$ cat src/logic/csr_pkg.sv
// ~~~~~~~~~~~~~~~~~~~~~~~~~~~~~~~~~~~~~~~~~~~~~~~~~~~~~~~~~~~~
// CSR package
// Shared types, machine CSR addresses and field positions
// for the machine-mode CSR path
// ~~~~~~~~~~~~~~~~~~~~~~~~~~~~~~~~~~~~~~~~~~~~~~~~~~~~~~~~~~~~

package csr_pkg;

  localparam int XLEN = 32;

  // CSR operation after decode
  typedef enum logic [1:0] {
    CSR_NONE  = 2'b00,
    CSR_WRITE = 2'b01,
    CSR_SET   = 2'b10,
    CSR_CLEAR = 2'b11
  } csr_op_t;

  // SYSTEM funct3 encodings for the CSR instructions
  typedef enum logic [2:0] {
    F3_CSRRW  = 3'b001,
    F3_CSRRS  = 3'b010,
    F3_CSRRC  = 3'b011,
    F3_CSRRWI = 3'b101,
    F3_CSRRSI = 3'b110,
    F3_CSRRCI = 3'b111
  } csr_funct3_e;

  typedef enum logic [11:0] {
    MSTATUS_ADDR       = 12'h300,
    MISA_ADDR          = 12'h301,
    MIE_ADDR           = 12'h304,
    MTVEC_ADDR         = 12'h305,
    MCOUNTEREN_ADDR    = 12'h306,
    MSTATUSH_ADDR      = 12'h310,
    MCOUNTINHIBIT_ADDR = 12'h320,
    MSCRATCH_ADDR      = 12'h340,
    MEPC_ADDR          = 12'h341,
    MCAUSE_ADDR        = 12'h342,
    MTVAL_ADDR         = 12'h343,
    MIP_ADDR           = 12'h344,
    MCYCLE_ADDR        = 12'hB00,
    MINSTRET_ADDR      = 12'hB02,
    MCYCLEH_ADDR       = 12'hB80,
    MVENDORID_ADDR     = 12'hF11,
    MARCHID_ADDR       = 12'hF12,
    MIMPID_ADDR        = 12'hF13,
    MHARTID_ADDR       = 12'hF14,
    MCONFIGPTR_ADDR    = 12'hF15,
    MINSTRETH_ADDR     = 12'hB82
  } csr_addr_e;

  typedef enum logic [1:0] {
    U_MODE        = 2'b00,
    S_MODE        = 2'b01,
    RESERVED_MODE = 2'b10,
    M_MODE        = 2'b11
  } priv_level_t;

  typedef enum logic [1:0] {
    DIRECT   = 2'b00,
    VECTORED = 2'b01
  } mtvec_mode_t;

  localparam logic [XLEN-1:0] HARTID     = '0;
  localparam logic [XLEN-1:0] MISA_VALUE = 32'h4000_0100; // MXL=1, I only

  // Bit positions of the implemented fields
  localparam int MSTATUS_MIE  = 3;
  localparam int MSTATUS_MPIE = 7;
  localparam int MSTATUS_MPP  = 11;  // Low bit of the 2-bit field
  localparam int MSTATUS_MPRV = 17;
  localparam int MSTATUS_TW   = 21;
  localparam int MIX_MSI      = 3;   // Shared by mie and mip
  localparam int MIX_MTI      = 7;
  localparam int MIX_MEI      = 11;
  localparam int CNT_CY       = 0;
  localparam int CNT_IR       = 2;

endpackage

$ cat src/logic/csr_cmd_if.sv
// ~~~~~~~~~~~~~~~~~~~~~~~~~~~~~~~~~~~~~~~~~~~~~~~~~~~~~~~~~~~~
// CSR command interface
// Decoded CSR request passed from decode to execute
// ~~~~~~~~~~~~~~~~~~~~~~~~~~~~~~~~~~~~~~~~~~~~~~~~~~~~~~~~~~~~
`timescale 1ns/1ps

interface csr_cmd_if;
  logic                         valid;
  csr_pkg::csr_op_t             op;
  logic [11:0]                  addr;
  logic [csr_pkg::XLEN-1:0]     operand;
  logic                         wr_en;
  logic                         op_fault;  // Reserved funct3
  logic                         ro_fault;  // Write to a read-only address

  modport decode (output valid, op, addr, operand, wr_en, op_fault, ro_fault);
  modport execute (input valid, op, addr, operand, wr_en, op_fault, ro_fault);
  modport respond (input valid, op_fault, ro_fault);

endinterface

$ cat src/logic/csr_access_if.sv
// ~~~~~~~~~~~~~~~~~~~~~~~~~~~~~~~~~~~~~~~~~~~~~~~~~~~~~~~~~~~~
// CSR access interface
// Links execute, the CSR file and the response stage
// ~~~~~~~~~~~~~~~~~~~~~~~~~~~~~~~~~~~~~~~~~~~~~~~~~~~~~~~~~~~~
`timescale 1ns/1ps

interface csr_access_if;
  logic [11:0]                  addr;
  logic                         mod;       // Write request into the file
  logic [csr_pkg::XLEN-1:0]     new_val;
  logic [csr_pkg::XLEN-1:0]     old_val;
  logic                         invalid;   // Privilege or unknown address
  csr_pkg::priv_level_t         curr_priv;
  logic                         inst_ret;

  modport execute (output addr, mod, new_val, input old_val);

  modport file (
    input  addr, mod, new_val, curr_priv, inst_ret,
    output old_val, invalid
  );

  modport respond (input old_val, invalid);

endinterface

$ cat src/logic/csr_decode.sv
// ~~~~~~~~~~~~~~~~~~~~~~~~~~~~~~~~~~~~~~~~~~~~~~~~~~~~~~~~~~~~
// CSR decode
// Turns funct3 and rs1 into an operation, operand and write
// intent, and flags reserved or read-only accesses
// ~~~~~~~~~~~~~~~~~~~~~~~~~~~~~~~~~~~~~~~~~~~~~~~~~~~~~~~~~~~~
`timescale 1ns/1ps

module csr_decode (
  input  logic        CLK,
  input  logic        nRST,
  input  logic        req,
  input  logic [2:0]  funct3,
  input  logic [4:0]  rs1_idx,
  input  logic [31:0] rs1_data,
  input  logic [11:0] csr_addr,
  csr_cmd_if.decode   cmd
);

  csr_pkg::csr_op_t op;
  logic             op_fault;
  logic             imm_form;

  always_comb begin
    op       = csr_pkg::CSR_NONE;
    op_fault = 1'b0;
    case (funct3)
      csr_pkg::F3_CSRRW, csr_pkg::F3_CSRRWI: op = csr_pkg::CSR_WRITE;
      csr_pkg::F3_CSRRS, csr_pkg::F3_CSRRSI: op = csr_pkg::CSR_SET;
      csr_pkg::F3_CSRRC, csr_pkg::F3_CSRRCI: op = csr_pkg::CSR_CLEAR;
      default: op_fault = 1'b1;  // 000 and 100
    endcase
  end

  assign imm_form = funct3[2];

  assign cmd.valid    = req;
  assign cmd.op       = op;
  assign cmd.addr     = csr_addr;
  assign cmd.op_fault = op_fault;
  assign cmd.operand  = imm_form ? {{(csr_pkg::XLEN-5){1'b0}}, rs1_idx} : rs1_data;

  // Set and clear with x0 or a zero immediate read without writing
  assign cmd.wr_en = (op == csr_pkg::CSR_WRITE) ||
                     (((op == csr_pkg::CSR_SET) || (op == csr_pkg::CSR_CLEAR)) &&
                      (rs1_idx != 5'd0));

  // Top two address bits of 11 mark a read-only CSR
  assign cmd.ro_fault = cmd.wr_en && (csr_addr[11:10] == 2'b11);

endmodule

$ cat src/logic/csr_execute.sv
// ~~~~~~~~~~~~~~~~~~~~~~~~~~~~~~~~~~~~~~~~~~~~~~~~~~~~~~~~~~~~
// CSR execute
// Forms the new CSR value for write, set or clear
// ~~~~~~~~~~~~~~~~~~~~~~~~~~~~~~~~~~~~~~~~~~~~~~~~~~~~~~~~~~~~
`timescale 1ns/1ps

module csr_execute (
  csr_cmd_if.execute    cmd,
  csr_access_if.execute acc
);

  logic [csr_pkg::XLEN-1:0] new_val;

  always_comb begin
    case (cmd.op)
      csr_pkg::CSR_WRITE: new_val = cmd.operand;
      csr_pkg::CSR_SET:   new_val = acc.old_val | cmd.operand;
      csr_pkg::CSR_CLEAR: new_val = acc.old_val & ~cmd.operand;
      default:            new_val = acc.old_val;  // No operation, keep value
    endcase
  end

  assign acc.addr    = cmd.addr;
  assign acc.new_val = new_val;

  // A faulting request never reaches the register file
  assign acc.mod = cmd.valid && cmd.wr_en && !cmd.op_fault && !cmd.ro_fault;

endmodule

$ cat src/logic/csr_file.sv
// ~~~~~~~~~~~~~~~~~~~~~~~~~~~~~~~~~~~~~~~~~~~~~~~~~~~~~~~~~~~~
// Machine CSR file
// Holds the machine CSRs, checks privilege and address,
// applies WARL rules and runs the cycle and instret counters
// ~~~~~~~~~~~~~~~~~~~~~~~~~~~~~~~~~~~~~~~~~~~~~~~~~~~~~~~~~~~~
`timescale 1ns/1ps

module csr_file (
  input  logic       CLK,
  input  logic       nRST,
  csr_access_if.file acc
);

  // mstatus fields
  logic                     mstatus_mie;
  logic                     mstatus_mpie;
  csr_pkg::priv_level_t     mstatus_mpp;
  logic                     mstatus_mprv;
  logic                     mstatus_tw;
  // mie and mip keep the three machine bits
  logic                     mie_msie, mie_mtie, mie_meie;
  logic                     mip_msip, mip_mtip, mip_meip;
  logic [csr_pkg::XLEN-1:3] mtvec_base;
  csr_pkg::mtvec_mode_t     mtvec_mode;
  logic [csr_pkg::XLEN-1:0] mscratch;
  logic [csr_pkg::XLEN-1:0] mepc;
  logic [csr_pkg::XLEN-1:0] mcause;
  logic [csr_pkg::XLEN-1:0] mcounteren;
  logic [csr_pkg::XLEN-1:0] mcountinhibit;
  logic [63:0]              cycle_cnt, cycle_next;
  logic [63:0]              instret_cnt, instret_next;

  logic [csr_pkg::XLEN-1:0] nxt_val;     // New value after WARL fixes
  logic [csr_pkg::XLEN-1:0] mstatus_rd;
  logic [csr_pkg::XLEN-1:0] mie_rd, mip_rd;
  logic                     wr_ok;

  assign wr_ok = acc.mod && !acc.invalid;

  // Privilege check, address existence and legal values
  always_comb begin
    nxt_val     = acc.new_val;
    acc.invalid = 1'b0;
    if (acc.addr[9:8] > acc.curr_priv) begin
      acc.invalid = 1'b1;  // Not enough privilege
    end else begin
      case (acc.addr)
        csr_pkg::MSTATUS_ADDR: begin
          if (acc.new_val[csr_pkg::MSTATUS_MPP +: 2] == csr_pkg::RESERVED_MODE)
            nxt_val[csr_pkg::MSTATUS_MPP +: 2] = csr_pkg::U_MODE;
        end
        csr_pkg::MTVEC_ADDR: begin
          if (acc.new_val[1:0] > csr_pkg::VECTORED)
            nxt_val[1:0] = csr_pkg::DIRECT;
        end
        csr_pkg::MVENDORID_ADDR, csr_pkg::MARCHID_ADDR, csr_pkg::MIMPID_ADDR,
        csr_pkg::MHARTID_ADDR, csr_pkg::MCONFIGPTR_ADDR, csr_pkg::MISA_ADDR,
        csr_pkg::MIE_ADDR, csr_pkg::MSTATUSH_ADDR, csr_pkg::MSCRATCH_ADDR,
        csr_pkg::MEPC_ADDR, csr_pkg::MCAUSE_ADDR, csr_pkg::MTVAL_ADDR,
        csr_pkg::MIP_ADDR, csr_pkg::MCOUNTEREN_ADDR, csr_pkg::MCOUNTINHIBIT_ADDR,
        csr_pkg::MCYCLE_ADDR, csr_pkg::MINSTRET_ADDR, csr_pkg::MCYCLEH_ADDR,
        csr_pkg::MINSTRETH_ADDR: ;  // No legal-value rule
        default: acc.invalid = 1'b1;  // Unknown CSR
      endcase
    end
  end

  // A CSR write to a counter half wins over the increment
  always_comb begin
    cycle_next   = cycle_cnt;
    instret_next = instret_cnt;
    if (!mcountinhibit[csr_pkg::CNT_CY]) cycle_next = cycle_cnt + 64'd1;
    if (!mcountinhibit[csr_pkg::CNT_IR]) instret_next = instret_cnt + {63'd0, acc.inst_ret};
    if (wr_ok) begin
      case (acc.addr)
        csr_pkg::MCYCLE_ADDR:    cycle_next[31:0]    = nxt_val;
        csr_pkg::MCYCLEH_ADDR:   cycle_next[63:32]   = nxt_val;
        csr_pkg::MINSTRET_ADDR:  instret_next[31:0]  = nxt_val;
        csr_pkg::MINSTRETH_ADDR: instret_next[63:32] = nxt_val;
        default: ;
      endcase
    end
  end

  always_ff @(posedge CLK, negedge nRST) begin
    if (!nRST) begin
      mstatus_mie   <= 1'b0;
      mstatus_mpie  <= 1'b0;
      mstatus_mpp   <= csr_pkg::M_MODE;
      mstatus_mprv  <= 1'b0;
      mstatus_tw    <= 1'b0;
      mie_msie      <= 1'b0;
      mie_mtie      <= 1'b0;
      mie_meie      <= 1'b0;
      mip_msip      <= 1'b0;
      mip_mtip      <= 1'b0;
      mip_meip      <= 1'b0;
      mtvec_base    <= '0;
      mtvec_mode    <= csr_pkg::DIRECT;
      mscratch      <= '0;
      mepc          <= '0;
      mcause        <= '0;
      mcounteren    <= '0;
      mcountinhibit <= '1;  // Counters start stopped
      cycle_cnt     <= '0;
      instret_cnt   <= '0;
    end else begin
      if (wr_ok) begin
        case (acc.addr)
          csr_pkg::MSTATUS_ADDR: begin
            mstatus_mie  <= nxt_val[csr_pkg::MSTATUS_MIE];
            mstatus_mpie <= nxt_val[csr_pkg::MSTATUS_MPIE];
            mstatus_mpp  <= csr_pkg::priv_level_t'(nxt_val[csr_pkg::MSTATUS_MPP +: 2]);
            mstatus_mprv <= nxt_val[csr_pkg::MSTATUS_MPRV];
            mstatus_tw   <= nxt_val[csr_pkg::MSTATUS_TW];
          end
          csr_pkg::MIE_ADDR: begin
            mie_msie <= nxt_val[csr_pkg::MIX_MSI];
            mie_mtie <= nxt_val[csr_pkg::MIX_MTI];
            mie_meie <= nxt_val[csr_pkg::MIX_MEI];
          end
          csr_pkg::MIP_ADDR: begin
            mip_msip <= nxt_val[csr_pkg::MIX_MSI];
            mip_mtip <= nxt_val[csr_pkg::MIX_MTI];
            mip_meip <= nxt_val[csr_pkg::MIX_MEI];
          end
          csr_pkg::MTVEC_ADDR: begin
            mtvec_base <= nxt_val[csr_pkg::XLEN-1:3];
            mtvec_mode <= csr_pkg::mtvec_mode_t'(nxt_val[1:0]);
          end
          csr_pkg::MSCRATCH_ADDR:      mscratch      <= nxt_val;
          csr_pkg::MEPC_ADDR:          mepc          <= nxt_val;
          csr_pkg::MCAUSE_ADDR:        mcause        <= nxt_val;
          csr_pkg::MCOUNTEREN_ADDR:    mcounteren    <= nxt_val;
          csr_pkg::MCOUNTINHIBIT_ADDR: mcountinhibit <= nxt_val;
          default: ;  // Read-only or ignored registers such as mtval
        endcase
      end
      cycle_cnt   <= cycle_next;
      instret_cnt <= instret_next;
    end
  end

  // Read views with unimplemented bits at zero
  always_comb begin
    mstatus_rd = '0;
    mstatus_rd[csr_pkg::MSTATUS_MIE]      = mstatus_mie;
    mstatus_rd[csr_pkg::MSTATUS_MPIE]     = mstatus_mpie;
    mstatus_rd[csr_pkg::MSTATUS_MPP +: 2] = mstatus_mpp;
    mstatus_rd[csr_pkg::MSTATUS_MPRV]     = mstatus_mprv;
    mstatus_rd[csr_pkg::MSTATUS_TW]       = mstatus_tw;
    mie_rd = '0;
    mie_rd[csr_pkg::MIX_MSI] = mie_msie;
    mie_rd[csr_pkg::MIX_MTI] = mie_mtie;
    mie_rd[csr_pkg::MIX_MEI] = mie_meie;
    mip_rd = '0;
    mip_rd[csr_pkg::MIX_MSI] = mip_msip;
    mip_rd[csr_pkg::MIX_MTI] = mip_mtip;
    mip_rd[csr_pkg::MIX_MEI] = mip_meip;
  end

  always_comb begin
    case (acc.addr)
      csr_pkg::MSTATUS_ADDR:       acc.old_val = mstatus_rd;
      csr_pkg::MISA_ADDR:          acc.old_val = csr_pkg::MISA_VALUE;
      csr_pkg::MIE_ADDR:           acc.old_val = mie_rd;
      csr_pkg::MIP_ADDR:           acc.old_val = mip_rd;
      csr_pkg::MTVEC_ADDR:         acc.old_val = {mtvec_base, 1'b0, mtvec_mode};
      csr_pkg::MSCRATCH_ADDR:      acc.old_val = mscratch;
      csr_pkg::MEPC_ADDR:          acc.old_val = mepc;
      csr_pkg::MCAUSE_ADDR:        acc.old_val = mcause;
      csr_pkg::MCOUNTEREN_ADDR:    acc.old_val = mcounteren;
      csr_pkg::MCOUNTINHIBIT_ADDR: acc.old_val = mcountinhibit;
      csr_pkg::MCYCLE_ADDR:        acc.old_val = cycle_cnt[31:0];
      csr_pkg::MCYCLEH_ADDR:       acc.old_val = cycle_cnt[63:32];
      csr_pkg::MINSTRET_ADDR:      acc.old_val = instret_cnt[31:0];
      csr_pkg::MINSTRETH_ADDR:     acc.old_val = instret_cnt[63:32];
      csr_pkg::MHARTID_ADDR:       acc.old_val = csr_pkg::HARTID;
      default:                     acc.old_val = '0;  // ID regs, mstatush, mtval
    endcase
  end

endmodule

$ cat src/logic/csr_respond.sv
// ~~~~~~~~~~~~~~~~~~~~~~~~~~~~~~~~~~~~~~~~~~~~~~~~~~~~~~~~~~~~
// CSR response
// Registers the read data, illegal flag and valid strobe
// ~~~~~~~~~~~~~~~~~~~~~~~~~~~~~~~~~~~~~~~~~~~~~~~~~~~~~~~~~~~~
`timescale 1ns/1ps

module csr_respond (
  input  logic          CLK,
  input  logic          nRST,
  csr_access_if.respond acc,
  csr_cmd_if.respond    cmd,
  output logic          rsp_valid,
  output logic          rsp_illegal,
  output logic [31:0]   rsp_rdata
);

  logic illegal;

  assign illegal = acc.invalid || cmd.op_fault || cmd.ro_fault;

  always_ff @(posedge CLK, negedge nRST) begin
    if (!nRST) begin
      rsp_valid   <= 1'b0;
      rsp_illegal <= 1'b0;
    end else begin
      rsp_valid   <= cmd.valid;
      rsp_illegal <= cmd.valid && illegal;  // Quiet between requests
    end
  end

  // Old value before the write, zero on an illegal access
  always_ff @(posedge CLK) begin
    rsp_rdata <= illegal ? '0 : acc.old_val;
  end

endmodule

$ cat src/logic/csr_unit.sv
// ~~~~~~~~~~~~~~~~~~~~~~~~~~~~~~~~~~~~~~~~~~~~~~~~~~~~~~~~~~~~
// CSR unit
// Machine-mode CSR path: decode, execute, CSR file and the
// registered response, one cycle from request to response
// ~~~~~~~~~~~~~~~~~~~~~~~~~~~~~~~~~~~~~~~~~~~~~~~~~~~~~~~~~~~~
`timescale 1ns/1ps

module csr_unit (
  input  logic        CLK,
  input  logic        nRST,
  input  logic        req,
  input  logic [2:0]  funct3,
  input  logic [4:0]  rs1_idx,
  input  logic [31:0] rs1_data,
  input  logic [11:0] csr_addr,
  input  logic [1:0]  curr_priv,
  input  logic        inst_ret,
  output logic        rsp_valid,
  output logic [31:0] rsp_rdata,
  output logic        rsp_illegal
);

  csr_cmd_if    cmd_if ();
  csr_access_if acc_if ();

  assign acc_if.curr_priv = csr_pkg::priv_level_t'(curr_priv);
  assign acc_if.inst_ret  = inst_ret;

  csr_decode i_csr_decode (
    .CLK      (CLK),
    .nRST     (nRST),
    .req      (req),
    .funct3   (funct3),
    .rs1_idx  (rs1_idx),
    .rs1_data (rs1_data),
    .csr_addr (csr_addr),
    .cmd      (cmd_if.decode)
  );

  csr_execute i_csr_execute (
    .cmd (cmd_if.execute),
    .acc (acc_if.execute)
  );

  csr_file i_csr_file (
    .CLK  (CLK),
    .nRST (nRST),
    .acc  (acc_if.file)
  );

  csr_respond i_csr_respond (
    .CLK         (CLK),
    .nRST        (nRST),
    .acc         (acc_if.respond),
    .cmd         (cmd_if.respond),
    .rsp_valid   (rsp_valid),
    .rsp_illegal (rsp_illegal),
    .rsp_rdata   (rsp_rdata)
  );

endmodule

$ cat config.mk
export PLATFORM = sky130hd
export DESIGN_NAME = csr_unit
export DESIGN_NICKNAME = d
export VERILOG_FILES = /design/src/logic/csr_pkg.sv /design/src/logic/csr_cmd_if.sv /design/src/logic/csr_access_if.sv /design/src/logic/csr_decode.sv /design/src/logic/csr_execute.sv /design/src/logic/csr_file.sv /design/src/logic/csr_respond.sv /design/src/logic/csr_unit.sv
export SDC_FILE = /design/constraint.sdc
export NUM_CORES = 1
export LEC_CHECK = 0
export BUFFER_PORTS_ARGS = -buffer_cell sky130_fd_sc_hd__buf_4
export CAP_MARGIN = 10
export CORE_MARGIN = 4
export CORE_UTILIZATION = 40
export CTS_BUF_LIST = sky130_fd_sc_hd__clkbuf_4 sky130_fd_sc_hd__clkbuf_8 sky130_fd_sc_hd__clkbuf_16
export DETAILED_ROUTE_END_ITERATION = 10
export PLACE_DENSITY_LB_ADDON = 0.1
export SKIP_LAST_GASP = 1
export SLEW_MARGIN = 25
export SYNTH_ARGS = -nofsm -noshare
export SYNTH_HDL_FRONTEND = slang
export SYNTH_SLANG_ARGS = --single-unit
$ cat constraint.sdc
create_clock -name CLK -period 3.9 [get_ports CLK]
set_input_delay 0 -clock CLK [delete_from_list [all_inputs] [get_ports CLK]]
set_output_delay 0 -clock CLK [all_outputs]
set_load 0.05 [all_outputs]
# Word level (Yosys, flattened, before mapping)
# Cells that the tools add are included.
# word_totals
regBits	365
latchBits	0
ramBits	0
romBits	0
inputBits	58
output_inout_bits	34
elab_cells	111
n_memories	0
# op_classes
addsub	2
mul	0
div	0
n_lt_le_gt_ge	2
eq_ne	32
shift	0
mux	21
bitwise_logic	3
reduce_logical	28
# op_table
operator	n
$pmux W32 S14	1
$mux W64	4
$mux W32	5
$eq A12 B10 Y1 const B	12
$eq A12 B12 Y1 const B	9
$pmux W32 S3	1
$add A64 B1 Y64	1
$add A64 B1 Y64 const B	1
$and A32 B32 Y32	1
$not A32 Y32	1
$or A32 B32 Y32	1
$reduce_or A21 Y1	1
$reduce_and A2 Y1	9
$mux W2	6
$eq A3 B3 Y1 const B	3
$eq A2 B2 Y1 const B	4
$logic_and A1 B1 Y1	7
$eq A3 B2 Y1 const B	2
$pmux W2 S3	1
$reduce_or A2 Y1	3
$reduce_or A6 Y1	1
$reduce_bool A5 Y1	1
$logic_or A1 B1 Y1	4
$eq A3 B1 Y1 const B	1
5 further kinds	8

# Depth between registers and ports, before layout
# Gate-level depths: netlist (run 1).
# depth
depth_word	12
depth_mapped	13

# Modules after synthesis
# From an unflattened synthesis (run 1), not the netlist that was laid out.
# unflattened
cells_unflattened	1991
area_unflattened_um2	20245.7
# modules_own_cells
mod	instances	cells_per_inst	area_per_inst_um2
csr_file	1	1700	17505.5
csr_respond	1	79	1308.8
csr_execute	1	156	1027.2
csr_decode	1	56	404.1

# Worst setup path after synthesis (run 1)
# OpenSTA, ideal clock, no wires.
# synth_timing
path_type	flip-flop to flip-flop
startpoint	register i_csr_file.instret_cnt[0]
endpoint	register i_csr_file.instret_cnt[58]
arrival_time_ps	2268
path_slack_ps	1488
stages_incl_launch_ff	13
n_path_buf	3
period_less_slack_ps	2412
cell_sequence	dfrtp_1 ha_1 ha_1 and4b_1 and2_1 clkbuf_1 and4_1 buf_2 clkbuf_1 nand4_1 xnor2_1 nor2_1 a21oi_1
# synth_via
elab_chain_len	4
# synth_rtl
element	line_no	source
from (decl)	csr_file.sv:31	logic [63:0] instret_cnt, instret_next;
from (signal assigned)	csr_file.sv:140	instret_cnt <= instret_next;
$add A64 B1 Y64 *	csr_file.sv:73	if (!mcountinhibit[csr_pkg::CNT_IR]) instret_next = instret_cnt + {63'd0, acc.inst_ret};
$mux W64 *	csr_file.sv:73	
$mux W32	csr_file.sv:75	case (acc.addr)
$mux W64 *	csr_file.sv:74	if (wr_ok) begin
via i_csr_file.instret_next[58]	csr_file.sv:31	
# Mark *: on every way through the listed nets, which the timed path passes. The rest lies on a longest branch.
# A chain may end at the register's enable or synchronous reset.

# Final worst setup path (run 1)
# layout_timing
startpoint	register i_csr_file.instret_cnt[50]
endpoint	register i_csr_file.cycle_cnt[50]
# layout_via
elab_chain_len	5
word_cells_on_any_way	6
cone_classes	4 x mux; 2 x bitwise
# layout_rtl
element	line_no	source
$pmux W32 S14 *	csr_file.sv:163	case (acc.addr)
$and A32 B32 Y32 / $or A32 B32 Y32 (equally long branches)	csr_execute.sv:18, csr_execute.sv:17	
$pmux W32 S3 *	csr_execute.sv:15	case (cmd.op)
$mux W32 *	csr_file.sv:75	
$mux W64 *	csr_file.sv:74	
via i_csr_file.cycle_next[50]	csr_file.sv:30	logic [63:0] cycle_cnt, cycle_next;
to (signal assigned)	csr_file.sv:139	cycle_cnt <= cycle_next;
to (decl)	csr_file.sv:30	
# Marks and branches as above.

==> results of run 1 <==
## sequential cells by signal, summed over array words and instances, names as in the netlist, 2 cells and up
signal	cells
i_csr_file.cycle_cnt	64
i_csr_file.instret_cnt	64
i_csr_file.mcause	32
i_csr_file.mcounteren	32
i_csr_file.mcountinhibit	32
i_csr_file.mepc	32
i_csr_file.mscratch	32
i_csr_file.mstatus_mpp	2
i_csr_file.mtvec_base	29
i_csr_file.mtvec_mode	2
i_csr_respond.rsp_rdata	32
## final timing paths
kind | from | endpoint | slack [ns] | depth (start not counted)
worst max register to register | i_csr_file.instret_cnt[50] | i_csr_file.cycle_cnt[50] | 0.72 | 7
worst max-delay path | i_csr_file.instret_cnt[50] | i_csr_file.cycle_cnt[50] | 0.72 | 7
min in group CLK | rs1_data[31] | i_csr_file.cycle_cnt[63] | 0.06 | 5
worst min register to register | i_csr_file.mcountinhibit[8] | i_csr_file.mcountinhibit[8] | 0.46 | 2
max in group asynchronous | nRST | i_csr_file.mcountinhibit[29] | 2.68 | 3
worst min-delay path | nRST | i_csr_file.mscratch[1] | 0.05 | 2
## cell usage in the layout (no fill, tap or decap), drive strengths merged, types with 6 or more instances in the layout
master,n
inv,21
nor3,56
mux2i,58
a222oi,9
a32oi,9
dfstp,34
nand3,63
and2,12
xnor2,103
nor4b,11
xor2,36
nor4,19
dfrtp,299
nand2b,11
and3b,7
a32o,6
clkinv,15
mux2,12
and3,39
nand2,300
nor2b,32
clkbuf,61
a221oi,10
o211ai,8
o21ai,203
nor2,182
dfxtp,32
o22ai,9
a22oi,42
nand3b,9
buf,193
a21oi,138
and4,18
a22o,34
nand4,74
dlygate4sd3,7
o2bb2ai,9
a211oi,9
## power groups by stage
stage | sequential (W) | combinational (W) | clock [W]
detailed placement | 0.00409 | 0.000789 | 0
global route | 0.00404 | 0.000877 | 0.00435
floorplan | 0.00403 | 0.000444 | 0
finish | 0.00403 | 0.000806 | 0.00415
global placement | 0.00409 | 0.000776 | 0
CTS | 0.00402 | 0.000797 | 0.00420
## through the flow
stage                     power, W  utilization (%)  cell area, um^2  hold slack, ns
final                     0.008982            47.32            22690         0.04548
after detailed placement  0.004878            44.13            21160          0.1194
after global placement    0.004866            44.13            21160          0.1210
after floorplan           0.004477                -            19480         -0.2956
after CTS                 0.009025            47.31            22680         0.03718
after global routing      0.009266            47.32            22690          0.1179
## area by class of cell
type	count	area, um^2	share of cell area, %
Timing Repair Buffer	200	1602	7.059
Clock inverter	18	142.6	0.6287
Tap cell	615	769.5	3.392
Clock buffer	61	1309	5.769
Multi-Input combinational cell	1604	9769	43.06
Sequential cell	365	9016	39.74
Inverter	21	78.83	0.3475
## metal layers
| metal | share of wire [%] | vias up | wire length, um | GRT usage (%) |
|---|---|---|---|---|
| li1 | - | 7885 | - | - |
| met1 | 43 | 8807 | 34960 | 43.02 |
| met2 | 44 | 865 | 35700 | 46.36 |
| met3 | 8.9 | 168 | 7255 | 6.132 |
| met4 | 4.3 | 2 | 3503 | 12.02 |
| met5 | 0.020 | - | 16 | 0 |
## cell families (layout without fill, tap and decap cells)
logic type | count (synthesis) | count (layout) | share of synthesized area, %
AO/OA/AOI/OAI | 530 | 530 | 17.24
XOR/XNOR | 139 | 139 | 6.251
adder cells (fa/ha/maj) | 5 | 5 | 0.3212
buffers and inverters | 184 | 300 | 4.169
flip-flops | 365 | 365 | 46.29
multiplexers | 70 | 70 | 3.675
AND/OR/NAND/NOR | 860 | 860 | 22.05
## timing repair
| action | in CTS | in global routing |
|---|---|---|
| endpoints found under the hold margin | 130 | 0 |
| hold buffers | 7 | 0 |
| endpoints found under the setup margin | 0 | 0 |
| setup buffers | 0 | 0 |
## worst max-delay path: cells and delay by family, from the launching register on
kind,cells,cell delay (ns)
multiplexers,1,0.29
AO/OA/AOI/OAI,4,2.06
AND/OR/NAND/NOR,2,0.23
flip-flops,1,0.44
==> summary.md, run 1 <==
| Metric | Value |
|---|---|
| Status | `completed` |
| Sequential share of the synthesized area | `~46%` |
| Crit path top cell by count | `nand4_1` |
| RSZ-0062 raised after global routing | `no` |
| Share of layout cells above drive strength 1 | `16.48%` |
| Post-Layout Cell Count | `2,884` |
| Clk_lat worst skew | `slightly below 0.6 ns` |
| Hpwl dp | `between 50,000 and 60,000 um` |
| Unique masters post-synth | `87` |
| First DRT Iteration DRCs | `1,898` |
| Die X-Extent | `228.7 um` |
| Placed cell count | `2,798` |
| Routed vias | `17,730` |
| # DRC | `0` |
| All-Layer GR Usage | `30.53%` |
| GRT overflow | `0` |
| Final period utilization | `81.56%` |
| Largest area contributor in the netlist | `dfrtp_1` |
| CTS buffer count | `43` |
| Fmax | `0.3144 GHz` |
| Comb pwr share | `9.0%` |
| Max cap viols | `0` |
| Final Hold Vio Count | `0` |
| Most common cell in the netlist | `nand2_1` |
| Setup ws final | `0.7190 ns` |
| Max_slew headroom | `24.82%` |
| # clock sinks | `365` |
| Top cells by instance count after synthesis | `nand2_1 (300), dfrtp_1 (299), nor2_1 (180), o21ai_0 (175), a21oi_1 (127)` |
| Clock skew | `approximately 0.015 ns` |
| CTS tree | `yes` |
| Post-cts resize count | `0` |
| CTS H-tree lvls | `2` |
| CP max FO | `10` |
| Post-synthesis register bit count | `roughly 370` |
| Initial Util | `40.62%` |
| DRT Pass-1 Iters | `6` |
| Largest cells by area after synthesis | `dfrtp_1 (38%), nand2_1 (5.8%), xnor2_1 (4.6%)` |
| Crit path kind | `flip-flop to flip-flop` |
| Cell Area, Synth | `between 0.015 and 0.02 mm^2` |
| WL/cell | `28.24 um` |
| Clk pwr share | `between 40% and 50%` |
| Slowest CP cell | `a2111oi_1` |
| Setup TNS | `0 ns` |
| Peak VDD IR | `260.9 uV` |
| Worst path cell trace | `mux2_2 > nand4_1 > nand4_1 > a2111oi_1 > a21boi_1 > o221a_1 > a21oi_2` |
| Synthesized area per cell | `9.046 um^2` |
| FP Rows | `80` |
| Critical Path Max Stage Delay | `0.96 ns` |
| Global-route wire length before repair | `118,700 um` |
| Startpoint class of the critical path | `flip-flop` |
| P per Cell Area | `395.9 mW/mm^2` |
| Vias in the first global route | `16,930` |
| Flop pwr share | `44.8%` |
| Final Critical Period | `3.181 ns` |
| Vias per cell | `between 6 and 7` |
| Pre-CTS WS | `0.3422 ns` |
| Least-Margin Pin Slew | `about 1.1 ns` |
| Switch share | `26.26%` |
| Commonest register cell after synthesis | `dfrtp_1` |
| Final Slew Violations | `0` |
| Largest net degree at the start of global routing | `just over 100` |
| Die height | `228.7 um` |
| CP required | `4.32 ns` |
| Worst EP arrival | `3.60 ns` |
| IO Count | `92` |
| Total wire length | `~81,000 um` |
| Nets | `2,298` |
| Yosys top cell area share | `38.42%` |
| Root buffer cell | `clkbuf_16` |
| CTS clk-pin slew, worst paths | `0.06 ns` |
| Final antenna-violating net count | `0` |
| Post-synth net total | `2,216` |
| Antenna violations before repair | `2` |
| Leak | `approximately 9.4 nW` |
| Final setup vio count | `0` |
| Number of synthesized flops with an enable pin | `0` |
| GPL Wtd Cong | `a little under 1` |
| Area delta synth->final | `16.48%` |
| Worst Hold Class | `input pin to async pin` |
| Filler Cells Inserted | `4,600` |
| Die footprint | `0.05229 mm^2` |
| Internal power | `0.006624 W` |
| Async set or reset register ratio after synthesis | `91.23%` |
| N_diodes | `0` |
| Deepest clock path buffer count | `3` |
| NetSw | `around 0.0024 W` |
| Core area | `approximately 0.048 mm^2` |
| CP endpoint kind | `flip-flop` |
| Buffers on Ports | `approximately 90` |
| Cells after Synth | `2,153` |
| Ys Warns | `0` |
No activity file was read; power rests on OpenSTA's default activity.
==> inputs of run 2 (changes only) <==
- ABC_AREA: not set -> 1
- clock period: 3.9 -> 2.74 ns (I/O delays scaled with it)
==> summary.md, run 2 <==
| Metric | Value |
|---|---|
| Vias per cell | `5.382` |
| Final Hold Vio Count | `2` |
| Status | `complete, but fails checks` |
| # clock sinks | `between 300 and 400` |
| Leak | `13.22 nW` |
| Startpoint class of the critical path | `flip-flop` |
| Largest net degree at the start of global routing | `70` |
| FP Rows | `84` |
| Critical Path Max Stage Delay | `0.43 ns` |
| Largest regs | `i_csr_file.cycle_cnt (64), i_csr_file.instret_cnt (64)` |
| Root buffer cell | `clkbuf_16` |
| Clk_lat worst skew | `0.60 ns` |
| Total wire length | `95,520 um` |
| Crit path kind | `flip-flop to flip-flop` |
| Sequential share of the synthesized area | `between 40% and 50%` |
| Async set or reset register ratio after synthesis | `91.23%` |
| GPL Wtd Cong | `a little under 1` |
| Synth Area in Adders | `0.2956%` |
| DRT Pass-1 Iters | `6` |
| Nets | `3,372` |
| Cells after Synth | `3,114` |
| Worst path cell trace | `ha_1 > ha_1 > nand2_1 > nor2_1 > nand3_2 > nor2_2 > buf_4 > nand2_1 > nor2_2 > nand4_1 > xor2_1 > nand2_1 > nand2_1` |
| Crit. path cell count | `13` |
| Cell Area, Synth | `0.02117 mm^2` |
| Post-synthesis register bit count | `365` |
| Commonest register cell after synthesis | `dfrtp_1` |
| Fmax | `0.3946 GHz` |
| Die footprint | `0.05666 mm^2` |
| Share of layout cells above drive strength 1 | `13.09%` |
| CP max FO | `4` |
| Antenna violations before repair | `2` |
| Global-route wire length before repair | `139,600 um` |
| Most common cell in the netlist | `nand2_1` |
| CTS H-tree lvls | `2` |
| Routed vias | `around 22,000` |
| CTS clk-pin slew, worst paths | `0.06 ns` |
| Buffers on Ports | `91` |
| Main combinational cell family by area after synthesis | `simple AND/OR/NAND/NOR gates` |
| Largest area contributor in the netlist | `dfrtp_1` |
| P per Cell Area | `498.3 mW/mm^2` |
| All-Layer GR Usage | `33.04%` |
| CTS buffer count | `45` |
| Core area | `0.05245 mm^2` |
| Post-synthesis simple-gate area fraction | `37.55%` |
| Initial Util | `40.36%` |
| CTS tree | `yes` |
| Max_slew headroom | `37.12%` |
| First DRT Iteration DRCs | `2,435` |
| Setup ws final | `0.2058 ns` |
| GRT overflow | `0` |
| Max cap viols | `0` |
| Clock skew | `around 0.021 ns` |
| Most common cell after layout, fill and taps aside | `nand2_1` |
| Slowest CP cell | `dfrtp_1` |
| # DRC | `0` |
| Worst Hold Class | `input pin to async pin` |
| XOR/XNOR share of the synthesized area | `4.593%` |
| Final Slew Violations | `0` |
| Worst reg2reg path depth | `13` |
| Die X-Extent | `about 240 um` |
| Ys Warns | `0` |
| Final Critical Period | `2.534 ns` |
| Final period utilization | `92.49%` |
| Violations in the final reports | `negative hold slack` |
| Largest delay contributor family on the critical path | `simple AND/OR/NAND/NOR gates` |
| Area delta synth->final | `20.79%` |
| Least-Margin Pin Slew | `0.9419 ns` |
| Pre-CTS WS | `-0.001379 ns` |
| Number of synthesized flops with an enable pin | `0` |
| WL/cell | `23.67 um` |
| Compound-Gate Fraction of Synth Area | `6.378%` |
| Vias in the first global route | `20,760` |
| Peak VDD IR | `419.4 uV` |
| Post-synth net total | `around 3,200` |
| Final setup vio count | `0` |
| WHS | `-0.01577 ns` |
| Mux cell area share after synthesis | `0%` |
| CP required | `3.22 ns` |
| Largest cells by area after synthesis | `dfrtp_1 (35%), nand2_1 (24%), inv_1 (5.7%)` |
| Hpwl dp | `71,700 um` |
| IO Count | `slightly above 90` |
| Filler Cells Inserted | `5,382` |
| Worst EP arrival | `3.02 ns` |
| Yosys top cell area share | `35.35%` |
| Deepest clock path buffer count | `3` |
| Crit path top cell by count | `nand2_1` |
| Commonest non-fill, non-tap cells in the layout | `nand2_1 (1,364), inv_1 (319), dfrtp_1 (299)` |
| Synthesized area per cell | `6.797 um^2` |
| CP bufs+invs | `1` |
| Final antenna-violating net count | `0` |
| RSZ-0062 raised after global routing | `yes` |
| Die height | `238.0 um` |
| Top cells by instance count after synthesis | `nand2_1 (1,364), inv_1 (319), dfrtp_1 (299), nor2_1 (250), o21ai_0 (158)` |
| CP endpoint kind | `flip-flop` |
| Unique masters post-synth | `44` |
-- run 2: final cells by class --
type                    instances  area, um^2  share of cell area [%]
multi-input cells            2306       10390                   40.62
flip-flops and latches        365        9016                   35.26
repair buffers                258        2512                   9.827
clock buffers                  70        1383                   5.408
inverters                     333        1250                   4.889
well taps                     688       860.8                   3.367
clock inverters                14       156.4                  0.6117
diodes                          1       2.502                0.009788
-- run 2: power by group --
part           leakage (nW)  switching (W)  total (W)  internal [W]
sequential             4.28       0.000121    0.00559       0.00547
clock                 0.764        0.00257    0.00617       0.00361
combinational          8.18       0.000665   0.000980      0.000315
-- run 2: metrics by stage --
step                 TNS [ns]  area (um^2)  utilization, %  cells  power (W)
finish                      0        25570           48.75   4035    0.01274
global route         -0.02693        25560           48.75   4034    0.01312
CTS                         0        25540           48.70   4033    0.01280
detailed placement  -0.001379        23880           45.53   3937   0.006617
global placement     -0.03246        23880           45.53   3937   0.006604
floorplan                   0        21170               -   3114   0.006031
-- run 2: worst reg2reg max path, stage by stage, from the launching register on --
cell and delay (ns):
dfrtp_1 0.43, ha_1 0.20, ha_1 0.17, nand2_1 0.08, nor2_1 0.14, nand3_2 0.18, nor2_2 0.15, buf_4 0.13
nand2_1 0.12, nor2_2 0.26, nand4_1 0.24, xor2_1 0.20, nand2_1 0.07, nand2_1 0.05
-- run 2: cells by family (layout without fill, tap and decap cells) --
kind of cell | Yosys count | in the layout
XOR/XNOR | 111 | 111
flip-flops | 365 | 365
AO/OA/AOI/OAI | 250 | 250
adder cells (fa/ha/maj) | 5 | 5
other | 0 | 1
AND/OR/NAND/NOR | 1940 | 1940
buffers and inverters | 443 | 675
-- run 2: what timing repair did --
action | in CTS | in global routing
pin swaps | 0 | 1
setup buffers | 0 | 1
endpoints found under the hold margin | 236 | 0
gates resized for setup | 1 | 5
hold buffers | 12 | 0
setup endpoints to repair | 1 | 8
-- run 2: final timing paths --
check / end / slack, ns / from
max in group asynchronous: i_csr_file.mcountinhibit[22] / 1.88 / nRST
worst max-delay path: i_csr_file.instret_cnt[36] / 0.21 / i_csr_file.instret_cnt[0]
worst min-delay path: i_csr_respond.rsp_valid / -0.02 / nRST
worst min register to register: i_csr_file.mcountinhibit[15] / 0.46 / i_csr_file.mcountinhibit[15]
worst max register to register: i_csr_file.instret_cnt[36] / 0.21 / i_csr_file.instret_cnt[0]
min in group CLK: i_csr_file.mcause[22] / 0.02 / rs1_data[22]
-- run 2: per-layer routing --
layer	share of wire (%)	wire (um)	vias to the layer above	track usage (%)
met5	0	0	-	0
met1	45	42820	10570	48.89
met2	43	40880	970	49.32
met4	2.5	2347	0	7.546
met3	9.9	9475	140	7.848
li1	-	-	10040	-
